File: config.mk
export PLATFORM = sky130hd
export DESIGN_NAME = kd_tree_top
export DESIGN_NICKNAME = d
export VERILOG_FILES = /design/src/kd_tree_pkg.sv /design/src/kd_cfg_pkg.sv /design/src/kd_query_if.sv /design/src/kd_cfg_if.sv /design/src/internal_node.sv /design/src/kd_level.sv /design/src/leaf_table.sv /design/src/kd_tree_top.sv
export SDC_FILE = /design/constraint.sdc
export NUM_CORES = 1
export LEC_CHECK = 0
export BUFFER_PORTS_ARGS = -buffer_cell sky130_fd_sc_hd__buf_2
export CORE_MARGIN = 4
export CORE_UTILIZATION = 30
export CTS_BUF_LIST = sky130_fd_sc_hd__clkbuf_8
export CTS_CLUSTER_DIAMETER = 30
export CTS_CLUSTER_SIZE = 25
export DETAILED_ROUTE_END_ITERATION = 10
export PLACE_DENSITY_LB_ADDON = 0.1
export RECOVER_POWER = 100
export SLEW_MARGIN = 20
export SYNTH_ARGS = -nofsm -noshare
export SYNTH_HDL_FRONTEND = slang
export SYNTH_SLANG_ARGS = --single-unit
export TNS_END_PERCENT = 20
File: constraint.sdc
create_clock -name clk -period 3.3 [get_ports clk]
set_input_delay 0.33 -clock clk [delete_from_list [all_inputs] [get_ports clk]]
set_output_delay 0.33 -clock clk [all_outputs]
set_load 0.01 [all_outputs]
File: src/kd_tree_pkg.sv
// Tree geometry, patch format and query tag width for the KD-tree search engine
package kd_tree_pkg;

  // A patch is a fixed set of signed coordinates packed into one vector
  localparam int num_dims    = 5;  // Dimensions per patch
  localparam int coord_width = 11; // Bits of one signed coordinate

  // Dimension 0 sits in the low bits of the packed patch
  localparam int patch_width = num_dims * coord_width;

  // The tree is balanced, so every query crosses the same number of levels
  localparam int tree_depth = 3;               // Levels of internal nodes
  localparam int num_leaves = 1 << tree_depth; // One leaf per root to bottom path

  // A node or leaf address is the branch history collected so far
  localparam int path_width = tree_depth;

  // Split dimension field, wide enough for every real dimension plus a spare code
  localparam int dim_width = 3;

  // Reset code for a node dimension
  // It selects no coordinate, the slice reads zero and the node sends everything right
  localparam logic [dim_width-1:0] dim_invalid = 3'd7;

  // Sideband carried alongside every query so results can be matched up
  localparam int tag_width = 8;

  // Class label stored per leaf
  localparam int label_width = 8;

endpackage

File: src/kd_cfg_pkg.sv
// Configuration word layout and the level code of the leaf table
package kd_cfg_pkg;

  // One configuration word programs either a node or a leaf
  localparam int cfg_width = 22;

  // Node words carry the split dimension in the low bits
  localparam int cfg_dim_lsb = 0; // Dimension sits in bits 2 to 0

  // The median fills the top of the word, bits 21 to 11
  localparam int cfg_median_lsb = cfg_width - kd_tree_pkg::coord_width;

  // Leaf words carry only the label, bits 7 to 0
  localparam int cfg_label_lsb = 0;

  // The level selector picks one of the node levels or the leaf table
  localparam int cfg_level_width = 2;

  // Codes 0 to 2 address the node levels by depth
  // This spare code addresses the leaf table instead
  localparam logic [cfg_level_width-1:0] leaf_level = 2'd3;

endpackage

File: src/kd_query_if.sv
// Query bus between pipeline stages with sender and receiver modports
interface kd_query_if;

  logic                               valid; // Single cycle strobe, one query per cycle
  logic [kd_tree_pkg::patch_width-1:0] patch; // Coordinates, dimension 0 in the low bits
  logic [kd_tree_pkg::path_width-1:0]  path;  // Branches taken so far, newest in bit 0
  logic [kd_tree_pkg::tag_width-1:0]   tag;   // Travels unchanged to the result

  // Upstream stage drives the whole bundle
  modport sender (
    output valid,
    output patch,
    output path,
    output tag
  );

  // Downstream stage only looks at it
  modport receiver (
    input valid,
    input patch,
    input path,
    input tag
  );

endinterface

File: src/kd_cfg_if.sv
// Configuration write strobe with source and sink modports
interface kd_cfg_if;

  logic                                  wen;   // Single cycle write strobe
  logic [kd_cfg_pkg::cfg_level_width-1:0] level; // Node depth or the leaf table code
  logic [kd_tree_pkg::path_width-1:0]     addr;  // Node index within the level, or leaf number
  logic [kd_cfg_pkg::cfg_width-1:0]       wdata; // Node fields or leaf label

  // Driven from the top level configuration ports
  modport source (
    output wen,
    output level,
    output addr,
    output wdata
  );

  // Every level and the leaf table decode their own writes from it
  modport sink (
    input wen,
    input level,
    input addr,
    input wdata
  );

endinterface

File: src/internal_node.sv
// KD-tree internal node with split dimension, median and left or right steering
module internal_node (
  input  logic                                clk,
  input  logic                                rst_n,
  input  logic                                wen,         // Write strobe already decoded for this node
  input  logic                                valid,       // Query on this node's path
  input  logic [kd_cfg_pkg::cfg_width-1:0]    wdata,
  input  logic [kd_tree_pkg::patch_width-1:0] patch_in,
  output logic                                valid_left,
  output logic                                valid_right
);

  logic        [kd_tree_pkg::dim_width-1:0]   dim;    // Which coordinate this node splits on
  logic signed [kd_tree_pkg::coord_width-1:0] median; // Split point, compared signed
  logic signed [kd_tree_pkg::coord_width-1:0] coord;  // Coordinate pulled out of the patch
  logic                                       go_left;

  // Both fields are loaded together from one configuration word
  always_ff @(posedge clk) begin
    if (!rst_n) begin
      dim    <= kd_tree_pkg::dim_invalid; // Selects no coordinate until programmed
      median <= '0;
    end else if (wen) begin
      dim    <= wdata[kd_cfg_pkg::cfg_dim_lsb +: kd_tree_pkg::dim_width];
      median <= wdata[kd_cfg_pkg::cfg_median_lsb +: kd_tree_pkg::coord_width];
    end
  end

  // Slice the coordinate named by dim
  // Codes past the last dimension leave the slice at zero
  always_comb begin
    coord = '0;
    for (int d = 0; d < kd_tree_pkg::num_dims; d++) begin
      if (int'(dim) == d) begin
        coord = patch_in[d*kd_tree_pkg::coord_width +: kd_tree_pkg::coord_width];
      end
    end
  end

  // Strictly below the median goes left and a tie goes right
  assign go_left = coord < median;

  assign valid_left  = valid && go_left;
  assign valid_right = valid && !go_left;

endmodule

File: src/kd_level.sv
// One pipeline stage holding every node of one tree depth and registering the extended path
module kd_level #(
  parameter int level = 0 // Depth served by this stage, 0 is the root
) (
  input  logic         clk,
  input  logic         rst_n,
  kd_cfg_if.sink       cfg,
  kd_query_if.receiver in,
  kd_query_if.sender   out
);

  // Nodes double at every depth
  localparam int num_nodes = 1 << level;

  logic [num_nodes-1:0] node_wen;    // Decoded write strobe per node
  logic [num_nodes-1:0] node_valid;  // Query handed to the node on its path
  logic [num_nodes-1:0] valid_left;
  logic [num_nodes-1:0] valid_right;
  logic                 level_hit;   // Configuration write aimed at this depth
  logic                 branch_right;

  assign level_hit = cfg.wen && (int'(cfg.level) == level);

  for (genvar n = 0; n < num_nodes; n++) begin : g_node
    assign node_wen[n] = level_hit && (int'(cfg.addr) == n);

    // The low path bits name the node this query reached at this depth
    assign node_valid[n] = in.valid && ((int'(in.path) % num_nodes) == n);

    internal_node u_node (
      .clk         (clk),
      .rst_n       (rst_n),
      .wen         (node_wen[n]),
      .valid       (node_valid[n]),
      .wdata       (cfg.wdata),
      .patch_in    (in.patch),
      .valid_left  (valid_left[n]),
      .valid_right (valid_right[n])
    );
  end

  // Only the selected node sees a valid query, so an OR picks its right flag
  assign branch_right = |valid_right;

  always_ff @(posedge clk) begin
    if (!rst_n) begin
      out.valid <= 1'b0;
    end else begin
      out.valid <= in.valid; // No back-pressure, every query advances
    end
  end

  // Payload follows the strobe and is left alone between queries
  always_ff @(posedge clk) begin
    if (in.valid) begin
      out.patch <= in.patch;
      out.tag   <= in.tag;
      out.path  <= {in.path[kd_tree_pkg::path_width-2:0], branch_right}; // Newest branch in bit 0
    end
  end

  // The address must name a node that exists at this depth
  a_addr_range: assert property (@(posedge clk) disable iff (!rst_n)
    level_hit |-> (int'(cfg.addr) < num_nodes))
    else $error("kd_level %0d write to missing node %0d", level, cfg.addr);

  // The path selects exactly one node, so at most one branch fires
  a_one_branch: assert property (@(posedge clk) disable iff (!rst_n)
    $onehot0({valid_left, valid_right}))
    else $error("kd_level %0d saw more than one node branch", level);

endmodule

File: src/leaf_table.sv
// Final stage with the leaf label table and the registered search result
module leaf_table (
  input  logic                                clk,
  input  logic                                rst_n,
  kd_cfg_if.sink                              cfg,
  kd_query_if.receiver                        in,
  output logic                                result_valid,
  output logic [kd_tree_pkg::path_width-1:0]  result_leaf,  // Leaf number the query reached
  output logic [kd_tree_pkg::label_width-1:0] result_label,
  output logic [kd_tree_pkg::tag_width-1:0]   result_tag
);

  // One label per leaf, indexed by the full path
  logic [kd_tree_pkg::label_width-1:0] labels [kd_tree_pkg::num_leaves];
  logic                                leaf_wen;

  assign leaf_wen = cfg.wen && (cfg.level == kd_cfg_pkg::leaf_level);

  // Labels come up as zero so an unprogrammed tree still answers
  always_ff @(posedge clk) begin
    if (!rst_n) begin
      for (int i = 0; i < kd_tree_pkg::num_leaves; i++) begin
        labels[i] <= '0;
      end
    end else if (leaf_wen) begin
      labels[cfg.addr] <= cfg.wdata[kd_cfg_pkg::cfg_label_lsb +: kd_tree_pkg::label_width];
    end
  end

  always_ff @(posedge clk) begin
    if (!rst_n) begin
      result_valid <= 1'b0;
    end else begin
      result_valid <= in.valid;
    end
  end

  // After three levels the path is the leaf number
  always_ff @(posedge clk) begin
    if (in.valid) begin
      result_leaf  <= in.path;
      result_label <= labels[in.path];
      result_tag   <= in.tag; // Lets the host match results to queries
    end
  end

  // The first load out of reset must find the upstream stage empty
  a_quiet_after_reset: assert property (@(posedge clk)
    $rose(rst_n) |=> !result_valid)
    else $error("leaf_table produced a result straight out of reset");

endmodule

File: src/kd_tree_top.sv
// Top level of the pipelined KD-tree search with three node levels and the leaf table
module kd_tree_top (
  input  logic                                  clk,
  input  logic                                  rst_n,
  input  logic                                  cfg_wen,
  input  logic [kd_cfg_pkg::cfg_level_width-1:0] cfg_level,
  input  logic [kd_tree_pkg::path_width-1:0]     cfg_addr,
  input  logic [kd_cfg_pkg::cfg_width-1:0]       cfg_wdata,
  input  logic                                  query_valid,
  input  logic [kd_tree_pkg::patch_width-1:0]    query_patch,
  input  logic [kd_tree_pkg::tag_width-1:0]      query_tag,
  output logic                                  result_valid,
  output logic [kd_tree_pkg::path_width-1:0]     result_leaf,
  output logic [kd_tree_pkg::label_width-1:0]    result_label,
  output logic [kd_tree_pkg::tag_width-1:0]      result_tag
);

  kd_cfg_if   cfg_bus ();    // Shared by every level and the leaf table
  kd_query_if q_root ();     // Into the root level
  kd_query_if q_level1 ();   // Root to depth 1
  kd_query_if q_level2 ();   // Depth 1 to depth 2
  kd_query_if q_leaf ();     // Depth 2 to the leaf table

  assign cfg_bus.wen   = cfg_wen;
  assign cfg_bus.level = cfg_level;
  assign cfg_bus.addr  = cfg_addr;
  assign cfg_bus.wdata = cfg_wdata;

  // A fresh query has taken no branches yet
  assign q_root.valid = query_valid;
  assign q_root.patch = query_patch;
  assign q_root.path  = '0;
  assign q_root.tag   = query_tag;

  kd_level #(.level(0)) u_level0 (
    .clk   (clk),
    .rst_n (rst_n),
    .cfg   (cfg_bus.sink),
    .in    (q_root.receiver),
    .out   (q_level1.sender)
  );

  kd_level #(.level(1)) u_level1 (
    .clk   (clk),
    .rst_n (rst_n),
    .cfg   (cfg_bus.sink),
    .in    (q_level1.receiver),
    .out   (q_level2.sender)
  );

  kd_level #(.level(2)) u_level2 (
    .clk   (clk),
    .rst_n (rst_n),
    .cfg   (cfg_bus.sink),
    .in    (q_level2.receiver),
    .out   (q_leaf.sender)
  );

  // Fourth register stage, so a result leaves four cycles after its query
  leaf_table u_leaf_table (
    .clk          (clk),
    .rst_n        (rst_n),
    .cfg          (cfg_bus.sink),
    .in           (q_leaf.receiver),
    .result_valid (result_valid),
    .result_leaf  (result_leaf),
    .result_label (result_label),
    .result_tag   (result_tag)
  );

endmodule

[Yosys cells after proc, flatten, opt, wreduce, memory -nomap -nowiden]
Memories as Yosys holds them, arrays and structs flattened. A register that Yosys moved wholly into a read port is not among the register bits.
Cells that the tools add are included.
Storage, ports and cells
  memories: 1
  bits in registers: 253
  RAM bits: 64
  bits of input ports: 94
  logic and storage cells: 160
Cells by class
  $lt $le $gt $ge: 7
  multiplexer cells: 42
  eq/ne operators: 37
  reductions and logical operators: 45
Memories
  u_leaf_table.labels: depth 8, width 8, rd ports 1, clocked after memory_dff 1, write ports 8, line leaf_table.sv:14  | logic [kd_tree_pkg::label_width-1:0] labels [kd_tree_pkg::num_leaves];
Operators by type and width (number)
  two-way mux 11 bit: 35
  less-than comparator 11 bit: 7
  equality test 3 bit (second input constant): 23
  logical NOT 32 bit: 2
  equality test 3 x 2 -> 1 bit (second input constant): 8
  logical AND 1 bit: 24
  logical NOT 3 bit: 8
  equality test 2 bit (second input constant): 5
  two-way mux 8 bit: 1
  OR reduction 8 bit: 1
  logical NOT 1 bit: 7
  two-way mux 1 bit: 5
  OR reduction 4 bit: 1
  two-way mux 3 bit: 1
  equality test 2 x 1 -> 1 bit (second input constant): 1
  logical NOT 2 bit: 1
  OR reduction 2 bit: 1

[Longest topological paths before layout]
Gate-level depths: netlist (run 1).
  depth after elaboration: 10
  gate-level depth with buffers: 12

[Hierarchy]
Synthesis (run 1) repeated with hierarchy kept, for this count alone.
Second synthesis, totals
  cell total of the unflattened synthesis: 1421
  area, all modules: 18650.4 µm²
By module, submodules not included
  internal_node: instances 7, area an instance 1249.9 µm², sequential area each 280.3 µm², cells an instance 139
  leaf_table: instances 1, area an instance 3677.3 µm², sequential area each 2512.4 µm², cells an instance 222
  kd_level (u_level2): instances 1, area an instance 2100.8 µm², sequential area each 2001.9 µm², cells an instance 80
  kd_level (u_level1): instances 1, area an instance 2090.8 µm², sequential area each 2001.9 µm², cells an instance 75
  kd_level (u_level0): instances 1, area an instance 2028.2 µm², sequential area each 2001.9 µm², cells an instance 70
  kd_tree_top: instances 1, area an instance 3.8 µm², sequential area each 0.0 µm², cells an instance 1

[Worst setup path after synthesis (run 1)]
OpenSTA, ideal clock, no wires.
  kind: register -> register
  start: register u_level2.g_node[3].u_node.dim[0] in the netlist's numbering
  end: register u_level2.out.path[0] (data pin)
  slack: 429 ps
  required time: 3034 ps
  arrival time: 2605 ps
  stages on the path, launching flop included: 11
  cell sequence: dfxtp_1 -> buf_2 -> mux4_2 -> a22o_1 -> ha_1 -> a211oi_1 -> o211ai_1 -> a41oi_1 -> o41ai_1 -> mux2_2 -> nand4_1
Between the ends
  longest elaborated chain between the ends: 10
  elaborated cells on any way between the ends: 14
  classes of those cells: order compare (1); eq/ne (4); mux (5); reduce/logical (4)
RTL lines
  from (decl): line internal_node.sv:13  | logic [kd_tree_pkg::dim_width-1:0] dim;
  from (signal assigned): line internal_node.sv:21  | dim <= kd_tree_pkg::dim_invalid;
  from (signal assigned): line internal_node.sv:24  | dim <= wdata[kd_cfg_pkg::cfg_dim_lsb +: kd_tree_pkg::dim_width];
  logical NOT 3 bit: line internal_node.sv:34  | if (int'(dim) == d) begin
  two-way mux 11 bit (4 in a row): line internal_node.sv:34
  two-way mux 11 bit (*): line internal_node.sv:34
  less-than comparator 11 bit (*): line internal_node.sv:41  | assign go_left = coord < median;
  logical NOT 1 bit (*): line internal_node.sv:44  | assign valid_right = valid && !go_left;
  logical AND 1 bit (*): line internal_node.sv:44
  OR reduction 4 bit (*): line kd_level.sv:43  | assign branch_right = |valid_right;
  via u_level2.branch_right: line kd_level.sv:20  | logic branch_right;
  to (decl): line kd_query_if.sv:13  | output path,
Mark *: on every way through the listed nets, which the timed path passes. The rest lies on a longest branch.
A chain may end at the register's enable or synchronous reset.

[Final worst setup path (run 1)]
Ends and elaborated chain as after synthesis.

==> flow_summary.json, run 1 <==
{
  "outcome": "complete, but fails checks",
  "violations": "max-capacitance violations, max-slew violations",
  "cts_root_buffer": "clkbuf_8",
  "worst_pin_slew_ns": 2.49,
  "synthTopCellsByArea": "edfxtp_1, dfxtp_1, mux4_2, ha_1, nand2_1",
  "cts_setup_buffers": 0,
  "synth.cell_area_sq_um": 16100,
  "fmax_ghz": 0.322,
  "antenna_found_initial": 0,
  "peakVddDrop_v": 0.000278,
  "p_per_area_nw_per_um2": 563,
  "place_area_sq_um": 17800,
  "clockBufferDepth": 3,
  "clk_pin_slew_ns": 0.05,
  "ios": 114,
  "whs_ns": 0.0772,
  "setup_viol": 0,
  "crit_type": "flip-flop to flip-flop",
  "grt_pass1_vias": 12000,
  "grt_start_max_net_pins": 69,
  "avgRoutedWirePerCell_um": 21.0,
  "ant_nets": 0,
  "cp-start-kind": "flip-flop",
  "die_area_sq_um": 57500,
  "leakagePower_nw": 7.48,
  "synth_cell_types": 46,
  "finalCritPeriodShare_pct": 94.1,
  "cts_tree": "yes",
  "cts_made_buffers": 89,
  "num_rows": 84,
  "grt_pass1_wl_mm": 72.9,
  "dpl.hpwl_mm": 35.1,
  "async_flop_share_pct": 0,
  "hp-class": "input port to flip-flop",
  "syn_inst": 1299,
  "ys_warn_count": 0,
  "syn2layout_area_growth_pct": 26.0,
  "drive_gt1_share_pct": 20.2,
  "core_sq_um": 52900,
  "critPathRequiredTime_ns": 3.81,
  "drv_slew": 174,
  "die_height_um": 240,
  "synth-edff-count": 223,
  "mostFrequentLayoutCell": "edfxtp_1",
  "final_cell_mix": "edfxtp_1, nand2_1, inv_1",
  "cp_data_arrival_time_ns": 3.62,
  "drc_errors": 0,
  "avgViaCountPerCell": 4.94,
  "tns_ns": 0,
  "first_iter_violations": 579,
  "clock-sinks": 325,
  "syn-num-nets": 1463,
  "cp_max_fo": 5,
  "syn_area_per_cell_sq_um": 12.4,
  "clk_latency_ns": 0.65,
  "synth_flop_cell": "edfxtp_1",
  "grt_overflow": 0,
  "skew_ns": 0.0422,
  "seq_area_frac_synth_pct": 54.2,
  "htree_levels": 3,
  "num_vias": 11400,
  "synth_top_area_share_pct": 41.6,
  "dr.pass1.iters": 5,
  "stdcell_area_sq_um": 20300,
  "fp.dieW_um": 240,
  "nets": 1714,
  "hold_viol": 0,
  "ys_ff_latch": 325,
  "grt_use_total_pct": 17.1,
  "port_buffers": 110,
  "initial_core_util_pct": 30.5,
  "gp_congestion": 0.840,
  "slew_headroom_pct": -66.2,
  "rsz0062_at_grt": "no",
  "min_period_ns": 3.11,
  "critPathCaptureType": "flip-flop",
  "drt_wl_total_mm": 48.6,
  "maxCapViolations": 4,
  "yosysTopAreaCell": "edfxtp_1"
}
## Yosys cell counts (9+ instances only)
library cell / count
a21boi_0: 77
a21o_1: 9
a21oi_1: 11
a22o_1: 59
and2_1: 52
and3_1: 17
buf_2: 22
clkbuf_1: 49
dfxtp_1: 102
edfxtp_1: 223
ha_1: 70
inv_1: 96
mux2_2: 10
mux2i_1: 9
mux4_2: 89
nand2_1: 198
nand3_1: 50
nand4_1: 19
nor2_1: 18
o21ai_0: 34
## sequential cells by signal, summed over array words and instances, names as in the netlist, 6 cells and up
signal,flops
u_level1.g_node.u_node.dim,6
u_level0.out.tag,8
u_level2.out.tag,8
u_level1.g_node.u_node.median,22
u_level2.g_node.u_node.dim,12
u_level1.out.tag,8
u_level2.g_node.u_node.median,44
u_leaf_table.result_label,8
u_level1.out.patch,55
u_leaf_table.labels,64
u_level0.g_node.u_node.median,11
u_level0.out.patch,55
u_leaf_table.result_tag,8
## layout make-up
type                            instances  area (sq um)
Sequential cell                       325          8740
Inverter                               96           360
Multi-Input combinational cell        803          6710
Clock inverter                         71           773
Fill cell                            5175         32600
Tap cell                              688           861
Clock buffer                           95          1310
Antenna cell                            1          2.50
Timing Repair Buffer                  235          1550
## report_power, final
group | switching [mW] | internal (mW)
Combinational | 0.324 | 0.311
Sequential | 0.157 | 4.58
Clock | 2.18 | 3.88
Total | 2.66 | 8.77
## what timing repair did
item	4_1_cts	5_1_grt
endpoints found under the setup margin	0	1
gates resized for setup	0	1
endpoints found under the hold margin	63	0
hold buffers	63	0
## metrics by stage
step | power [mW] | setup WS [ns] | utilization (%) | instances
final | 11.4 | 0.195 | 38.4 | 2314
after global routing | 11.9 | 0.0365 | 38.4 | 2313
after detailed placement | 5.41 | 0.106 | 33.6 | 2084
after CTS | 11.6 | 0.0985 | 38.7 | 2313
after floorplan | 5.07 | 0.429 | - | 1299
after global placement | 5.40 | 0.0642 | 33.6 | 2084
## cell families after synthesis
family	Yosys count	share of synthesized area [%]
fa+ha+maj	70	5.44
mux	108	13.7
simple gates	394	11.8
compound gates	231	10.7
buf+inv	171	4.18
flops	325	54.2
## worst max-delay path, cell delays in order, from the launching register on
cell     delay (ns)
dfxtp_1        0.47
buf_4          0.22
mux4_2         0.50
a22o_1         0.21
ha_1           0.38
nand4_1        0.12
o41ai_1        0.60
mux2_2         0.40
nand4_1        0.08
## worst paths after layout
check / startpoint / depth (start not counted) / to / slack [ns]
worst max-delay path: u_level2.g_node[3].u_node.dim[0] / 8 / u_level2.out.path[0] / 0.19
worst min register to register: u_level0.out.tag[2] / 0 / u_level1.out.tag[2] / 0.41
worst max register to register: u_level2.g_node[3].u_node.dim[0] / 8 / u_level2.out.path[0] / 0.19
worst min-delay path: cfg_wdata[3] / 2 / u_leaf_table.labels[6][3] / 0.08
## layer usage
layer,part of all wire [%],up-vias,track usage (%)
li1,-,5385,-
met1,44,5631,21.9
met2,48,324,28.5
met3,4.9,97,3.47
met4,3.2,0,6.60
met5,0,-,0
Note: power is estimated with default switching activity, not from simulation.
==> inputs of run 2 (changes only) <==
--- a/config.mk
+++ b/config.mk
@@ -12,6 +12,7 @@
 export CTS_CLUSTER_DIAMETER = 30
 export CTS_CLUSTER_SIZE = 25
 export DETAILED_ROUTE_END_ITERATION = 10
+export MAX_ROUTING_LAYER = met4
 export PLACE_DENSITY_LB_ADDON = 0.1
 export RECOVER_POWER = 100
 export SLEW_MARGIN = 20
==> flow_summary.json, run 2 (synthesized netlist as in run 1, its figures left out) <==
{
  "critPathRequiredTime_ns": 3.81,
  "pwr-share-comb_pct": 5.6,
  "clock-sinks": 325,
  "peakVddDrop_v": 0.000278,
  "total_power_mw": 11.4,
  "die_height_um": 240,
  "finalCritPeriodShare_pct": 94.0,
  "nets": 1714,
  "gp_congestion": 0.853,
  "num_vias": 11400,
  "min_period_ns": 3.10,
  "leakagePower_nw": 7.48,
  "hp-class": "input port to flip-flop",
  "hold_viol": 0,
  "grt_overflow": 0,
  "dr.pass1.iters": 4,
  "p_clk_share_pct": 53.0,
  "fp.dieW_um": 240,
  "reg_top3": "u_leaf_table.labels (64), u_level0.out.patch (55), u_level1.out.patch (55)",
  "cts_tree": "yes",
  "drt_wl_total_mm": 48.7,
  "num_rows": 84,
  "die_area_sq_um": 57500,
  "cellInternalPower_mw": 8.77,
  "final_cell_mix": "edfxtp_1, nand2_1, inv_1",
  "slew_headroom_pct": -64.4,
  "cp_data_arrival_time_ns": 3.62,
  "cts_made_buffers": 89,
  "crit_type": "flip-flop to flip-flop",
  "syn2layout_area_growth_pct": 26.0,
  "avgRoutedWirePerCell_um": 21.0,
  "tns_ns": 0,
  "fmax_ghz": 0.322,
  "p_per_area_nw_per_um2": 563,
  "cts_root_buffer": "clkbuf_8",
  "setup_viol": 0,
  "seq_power_share_pct": 41.4,
  "initial_core_util_pct": 30.5,
  "cp_max_fo": 5,
  "avgViaCountPerCell": 4.94,
  "violations": "max-capacitance violations, max-slew violations",
  "mostFrequentLayoutCell": "edfxtp_1",
  "maxCapViolations": 4,
  "dpl.hpwl_mm": 35.1,
  "skew_ns": 0.0444,
  "grt_pass1_wl_mm": 72.9,
  "drive_gt1_share_pct": 20.2,
  "grt_start_max_net_pins": 69,
  "largest_reg_flops": 64,
  "clockBufferDepth": 3,
  "outcome": "complete, but fails checks",
  "p_switching_mw": 2.66,
  "htree_levels": 3,
  "port_buffers": 110,
  "swShare_pct": 23.3,
  "top_register": "u_leaf_table.labels",
  "ios": 114,
  "cp-start-kind": "flip-flop",
  "critPathCaptureType": "flip-flop",
  "clk_latency_ns": 0.65,
  "core_sq_um": 52900,
  "first_iter_violations": 626,
  "drv_slew": 174,
  "antenna_found_initial": 0,
  "grt_use_total_pct": 17.6,
  "clk_pin_slew_ns": 0.05,
  "ant_nets": 0,
  "grt_pass1_vias": 12000,
  "rsz0062_at_grt": "no",
  "worst_pin_slew_ns": 2.47,
  "cts_setup_buffers": 0,
  "drc_errors": 0
}
[run 2: cell counts in the layout (fill, tap and decap cells not counted)]
No cell type changed its count.
[run 2: critical path: stages (launching register included)]
cell	delay [ns]
dfxtp_1	0.47
buf_4	0.22
mux4_2	0.49
a22o_1	0.21
ha_1	0.39
nand4_1	0.12
o41ai_1	0.59
mux2_2	0.39
nand4_1	0.08
[run 2: worst paths after layout]
path | from | to | slack (ns) | depth (start not counted)
hold reg to reg | u_level0.out.tag[2] | u_level1.out.tag[2] | 0.41 | 0
setup reg to reg | u_level2.g_node[3].u_node.dim[0] | u_level2.out.path[0] | 0.20 | 8
setup / recovery | u_level2.g_node[3].u_node.dim[0] | u_level2.out.path[0] | 0.20 | 8
hold / removal | cfg_wdata[18] | u_level0.g_node[0].u_node.median[7] | 0.08 | 3
[run 2: power by group through the flow]
stage / Sequential [mW] / Combinational, mW / Clock (mW)
3_3_place_gp: 4.80 / 0.598 / 0
6_report: 4.73 / 0.635 / 6.06
5_1_grt: 4.75 / 0.687 / 6.49
3_5_place_dp: 4.81 / 0.599 / 0
2_1_floorplan: 4.74 / 0.334 / 0
4_1_cts: 4.73 / 0.660 / 6.24
[run 2: cell type report]
cell class                      instances  area, sq um
Antenna cell                            1         2.50
Clock buffer                           95         1310
Clock inverter                         71          773
Fill cell                            5175        32600
Inverter                               96          360
Multi-Input combinational cell        803         6710
Sequential cell                       325         8740
Tap cell                              688          861
Timing Repair Buffer                  235         1550
[run 2: per-stage QoR]
step | cell area, sq um | hold slack [ns] | setup WS, ns | instances | util [%]
after detailed placement | 17800 | 0.405 | 0.106 | 2084 | 33.6
after global placement | 17800 | 0.400 | 0.0642 | 2084 | 33.6
after CTS | 20500 | 0.00364 | 0.0985 | 2313 | 38.7
after floorplan | 16100 | 0.400 | 0.429 | 1299 | -
final | 20300 | 0.0750 | 0.197 | 2314 | 38.4
after global routing | 20300 | 0.0403 | 0.0410 | 2313 | 38.4
[run 2: timing repair]
action	in CTS	in global routing
resized for setup	0	1
hold buffers	63	0
hold endpoints to repair	63	0
setup endpoints to repair	0	1
[run 2: routing by layer]
layer  wire (um)  track usage (%)
met1       21300             21.9
met2       23600             28.4
met3        2330             3.41
met4        1460             6.63
met5           0                -
==> inputs of run 3 (changes only) <==
--- a/config.mk
+++ b/config.mk
@@ -7,7 +7,7 @@
 export LEC_CHECK = 0
 export BUFFER_PORTS_ARGS = -buffer_cell sky130_fd_sc_hd__buf_2
 export CORE_MARGIN = 4
-export CORE_UTILIZATION = 30
+export CORE_UTILIZATION = 52
 export CTS_BUF_LIST = sky130_fd_sc_hd__clkbuf_8
 export CTS_CLUSTER_DIAMETER = 30
 export CTS_CLUSTER_SIZE = 25
==> flow_summary.json, run 3 (synthesized netlist as in run 1, its figures left out) <==
{
  "clock-sinks": 325,
  "finalCritPeriodShare_pct": 94.2,
  "num_vias": 11400,
  "die_height_um": 184,
  "cts_root_buffer": "clkbuf_8",
  "crit_top_cell": "o21ai_0",
  "skew_ns": 0.0328,
  "maxCapViolations": 3,
  "use_met1_pct": 32.7,
  "num-fill-cells": 2423,
  "p_clk_share_pct": 48.6,
  "largest_reg_flops": 64,
  "grt_pass1_vias": 11500,
  "busiest_layer": "met2",
  "gp_congestion": 0.942,
  "violations": "max-capacitance violations, max-slew violations",
  "r2r_cells": 10,
  "cts_setup_buffers": 0,
  "hold_viol": 0,
  "drc_errors": 0,
  "hold_depth": 2,
  "grt_start_max_net_pins": 111,
  "crit_buf_inv": 1,
  "initial_core_util_pct": 52.7,
  "seq_area_sq_um": 8740,
  "place_area_sq_um": 17300,
  "min_period_ns": 3.11,
  "swShare_pct": 23.2,
  "rsz0062_at_grt": "no",
  "clk_pin_slew_ns": 0.06,
  "p_switching_mw": 2.41,
  "cp-start-kind": "flip-flop",
  "fmax_ghz": 0.322,
  "rrSetupSlack_ns": 0.19,
  "final_cell_mix": "edfxtp_1, nand2_1, inv_1",
  "r2r-end": "u_level2.out.path[0]",
  "worst_pin_slew_ns": 2.15,
  "antenna_found_initial": 0,
  "cp_max_fo": 15,
  "grt_overflow": 0,
  "core_sq_um": 30600,
  "antenna_cells_inserted": 0,
  "pwr-share-comb_pct": 5.9,
  "avgRoutedWirePerCell_um": 21.7,
  "critPathTopFamily": "multiplexers",
  "cts_made_buffers": 70,
  "critPathRequiredTime_ns": 3.57,
  "max_stage_delay_ns": 0.53,
  "path_cells": "buf_6, mux4_2, a22o_1, ha_1, nand2_1, nor3_1, o21ai_0, o21ai_0, mux2i_1, nand4_1",
  "hp-class": "input port to flip-flop",
  "cellInternalPower_mw": 7.98,
  "reg_top3": "u_leaf_table.labels (64), u_level0.out.patch (55), u_level1.out.patch (55)",
  "syn2layout_area_growth_pct": 20.8,
  "dr.pass1.iters": 5,
  "drv_slew": 183,
  "crit_type": "flip-flop to flip-flop",
  "holdCritStartpoint": "cfg_wdata[5]",
  "multi_input_area_sq_um": 6710,
  "mostFrequentLayoutCell": "edfxtp_1",
  "num_rows": 64,
  "use_met2_pct": 42.5,
  "dpl.hpwl_mm": 30.5,
  "avgViaCountPerCell": 5.78,
  "p_per_area_nw_per_um2": 534,
  "peakVddDrop_v": 0.000370,
  "leakagePower_nw": 7.20,
  "stdcell_area_sq_um": 19500,
  "cts_tree": "yes",
  "ios": 114,
  "clockBufferDepth": 3,
  "outcome": "complete, but fails checks",
  "r2r_start": "u_level2.g_node[2].u_node.dim[0]",
  "cp_slowest_cell": "mux4_2",
  "cp_data_arrival_time_ns": 3.38,
  "ant_nets": 0,
  "fp.dieW_um": 184,
  "total_power_mw": 10.4,
  "setup_viol": 0,
  "htree_levels": 3,
  "top_register": "u_leaf_table.labels",
  "seq_power_share_pct": 45.5,
  "slew_headroom_pct": -43.1,
  "grt_pass1_wl_mm": 65.8,
  "drt_wl_total_mm": 42.9,
  "tns_ns": 0,
  "grt_use_total_pct": 26.2,
  "clk_latency_ns": 0.58,
  "drive_gt1_share_pct": 19.1,
  "cp.depth": 10,
  "critPathCaptureType": "flip-flop",
  "nets": 1692,
  "first_iter_violations": 917,
  "port_buffers": 110,
  "die_area_sq_um": 33900,
  "whs_endpoint": "u_leaf_table.labels[5][5]",
  "grtUsageMet3_pct": 3.88
}
run 3: changes by cell type in the layout (fill, tap and decap cells not counted), sizes merged:
cell      delta
clkbuf      -26
diode        -1
bufinv       -3
clkinvlp     -2
clkinv      -11
inv          -2
buf          +2
run 3: worst max path at each step:
stage | from | endpoint | slack [ns]
after floorplan | u_level2.g_node[3].u_node.dim[0] | u_level2.out.path[0] | 0.43
after global placement | u_level2.g_node[2].u_node.dim[0] | u_level2.out.path[0] | 0.22
after detailed placement | u_level0.g_node[0].u_node.dim[0] | u_level0.out.path[0] | 0.22
after CTS | u_level0.g_node[0].u_node.dim[0] | u_level0.out.path[0] | 0.18
after global routing | u_level1.g_node[0].u_node.dim[0] | u_level1.out.path[0] | 0.02
final | u_level2.g_node[2].u_node.dim[0] | u_level2.out.path[0] | 0.19
run 3: repair_timing:
action / CTS / global route
endpoints found under the setup margin: 0 / 1
hold buffers: 63 / 0
gates resized for setup: 0 / 1
hold endpoints to repair: 63 / 0
run 3: layout make-up:
| cell class | count | share of cell area [%] |
|---|---|---|
| well taps | 396 | 2.55 |
| multi-input cells | 803 | 34.5 |
| flip-flops and latches | 325 | 44.9 |
| clock inverters | 53 | 3.27 |
| inverters | 96 | 1.85 |
| clock buffers | 74 | 5.23 |
| repair buffers | 232 | 7.72 |
run 3: per-stage QoR:
stage / utilization (%) / setup slack, ns / hold slack (ns) / std cells
floorplan: - / 0.429 / 0.400 / 1299
global placement: 56.7 / 0.215 / 0.403 / 1789
detailed placement: 56.7 / 0.224 / 0.405 / 1789
CTS: 64.2 / 0.179 / 0.0996 / 1979
global route: 63.6 / 0.0201 / 0.137 / 1979
finish: 63.6 / 0.192 / 0.137 / 1979
run 3: power groups by stage:
stage	Sequential (mW)	Clock (mW)	Combinational, mW
floorplan	4.74	0	0.334
global placement	4.80	0	0.565
detailed placement	4.81	0	0.572
CTS	4.72	5.15	0.630
global route	4.75	5.36	0.661
finish	4.73	5.05	0.617
run 3: per-layer routing:
metal	part of all wire, %	vias up	routed length (um)
met5	0	-	0
met4	4.5	0	1940
met3	6.0	102	2570
met2	49	439	20900
met1	41	5572	17500
li1	-	5329	-
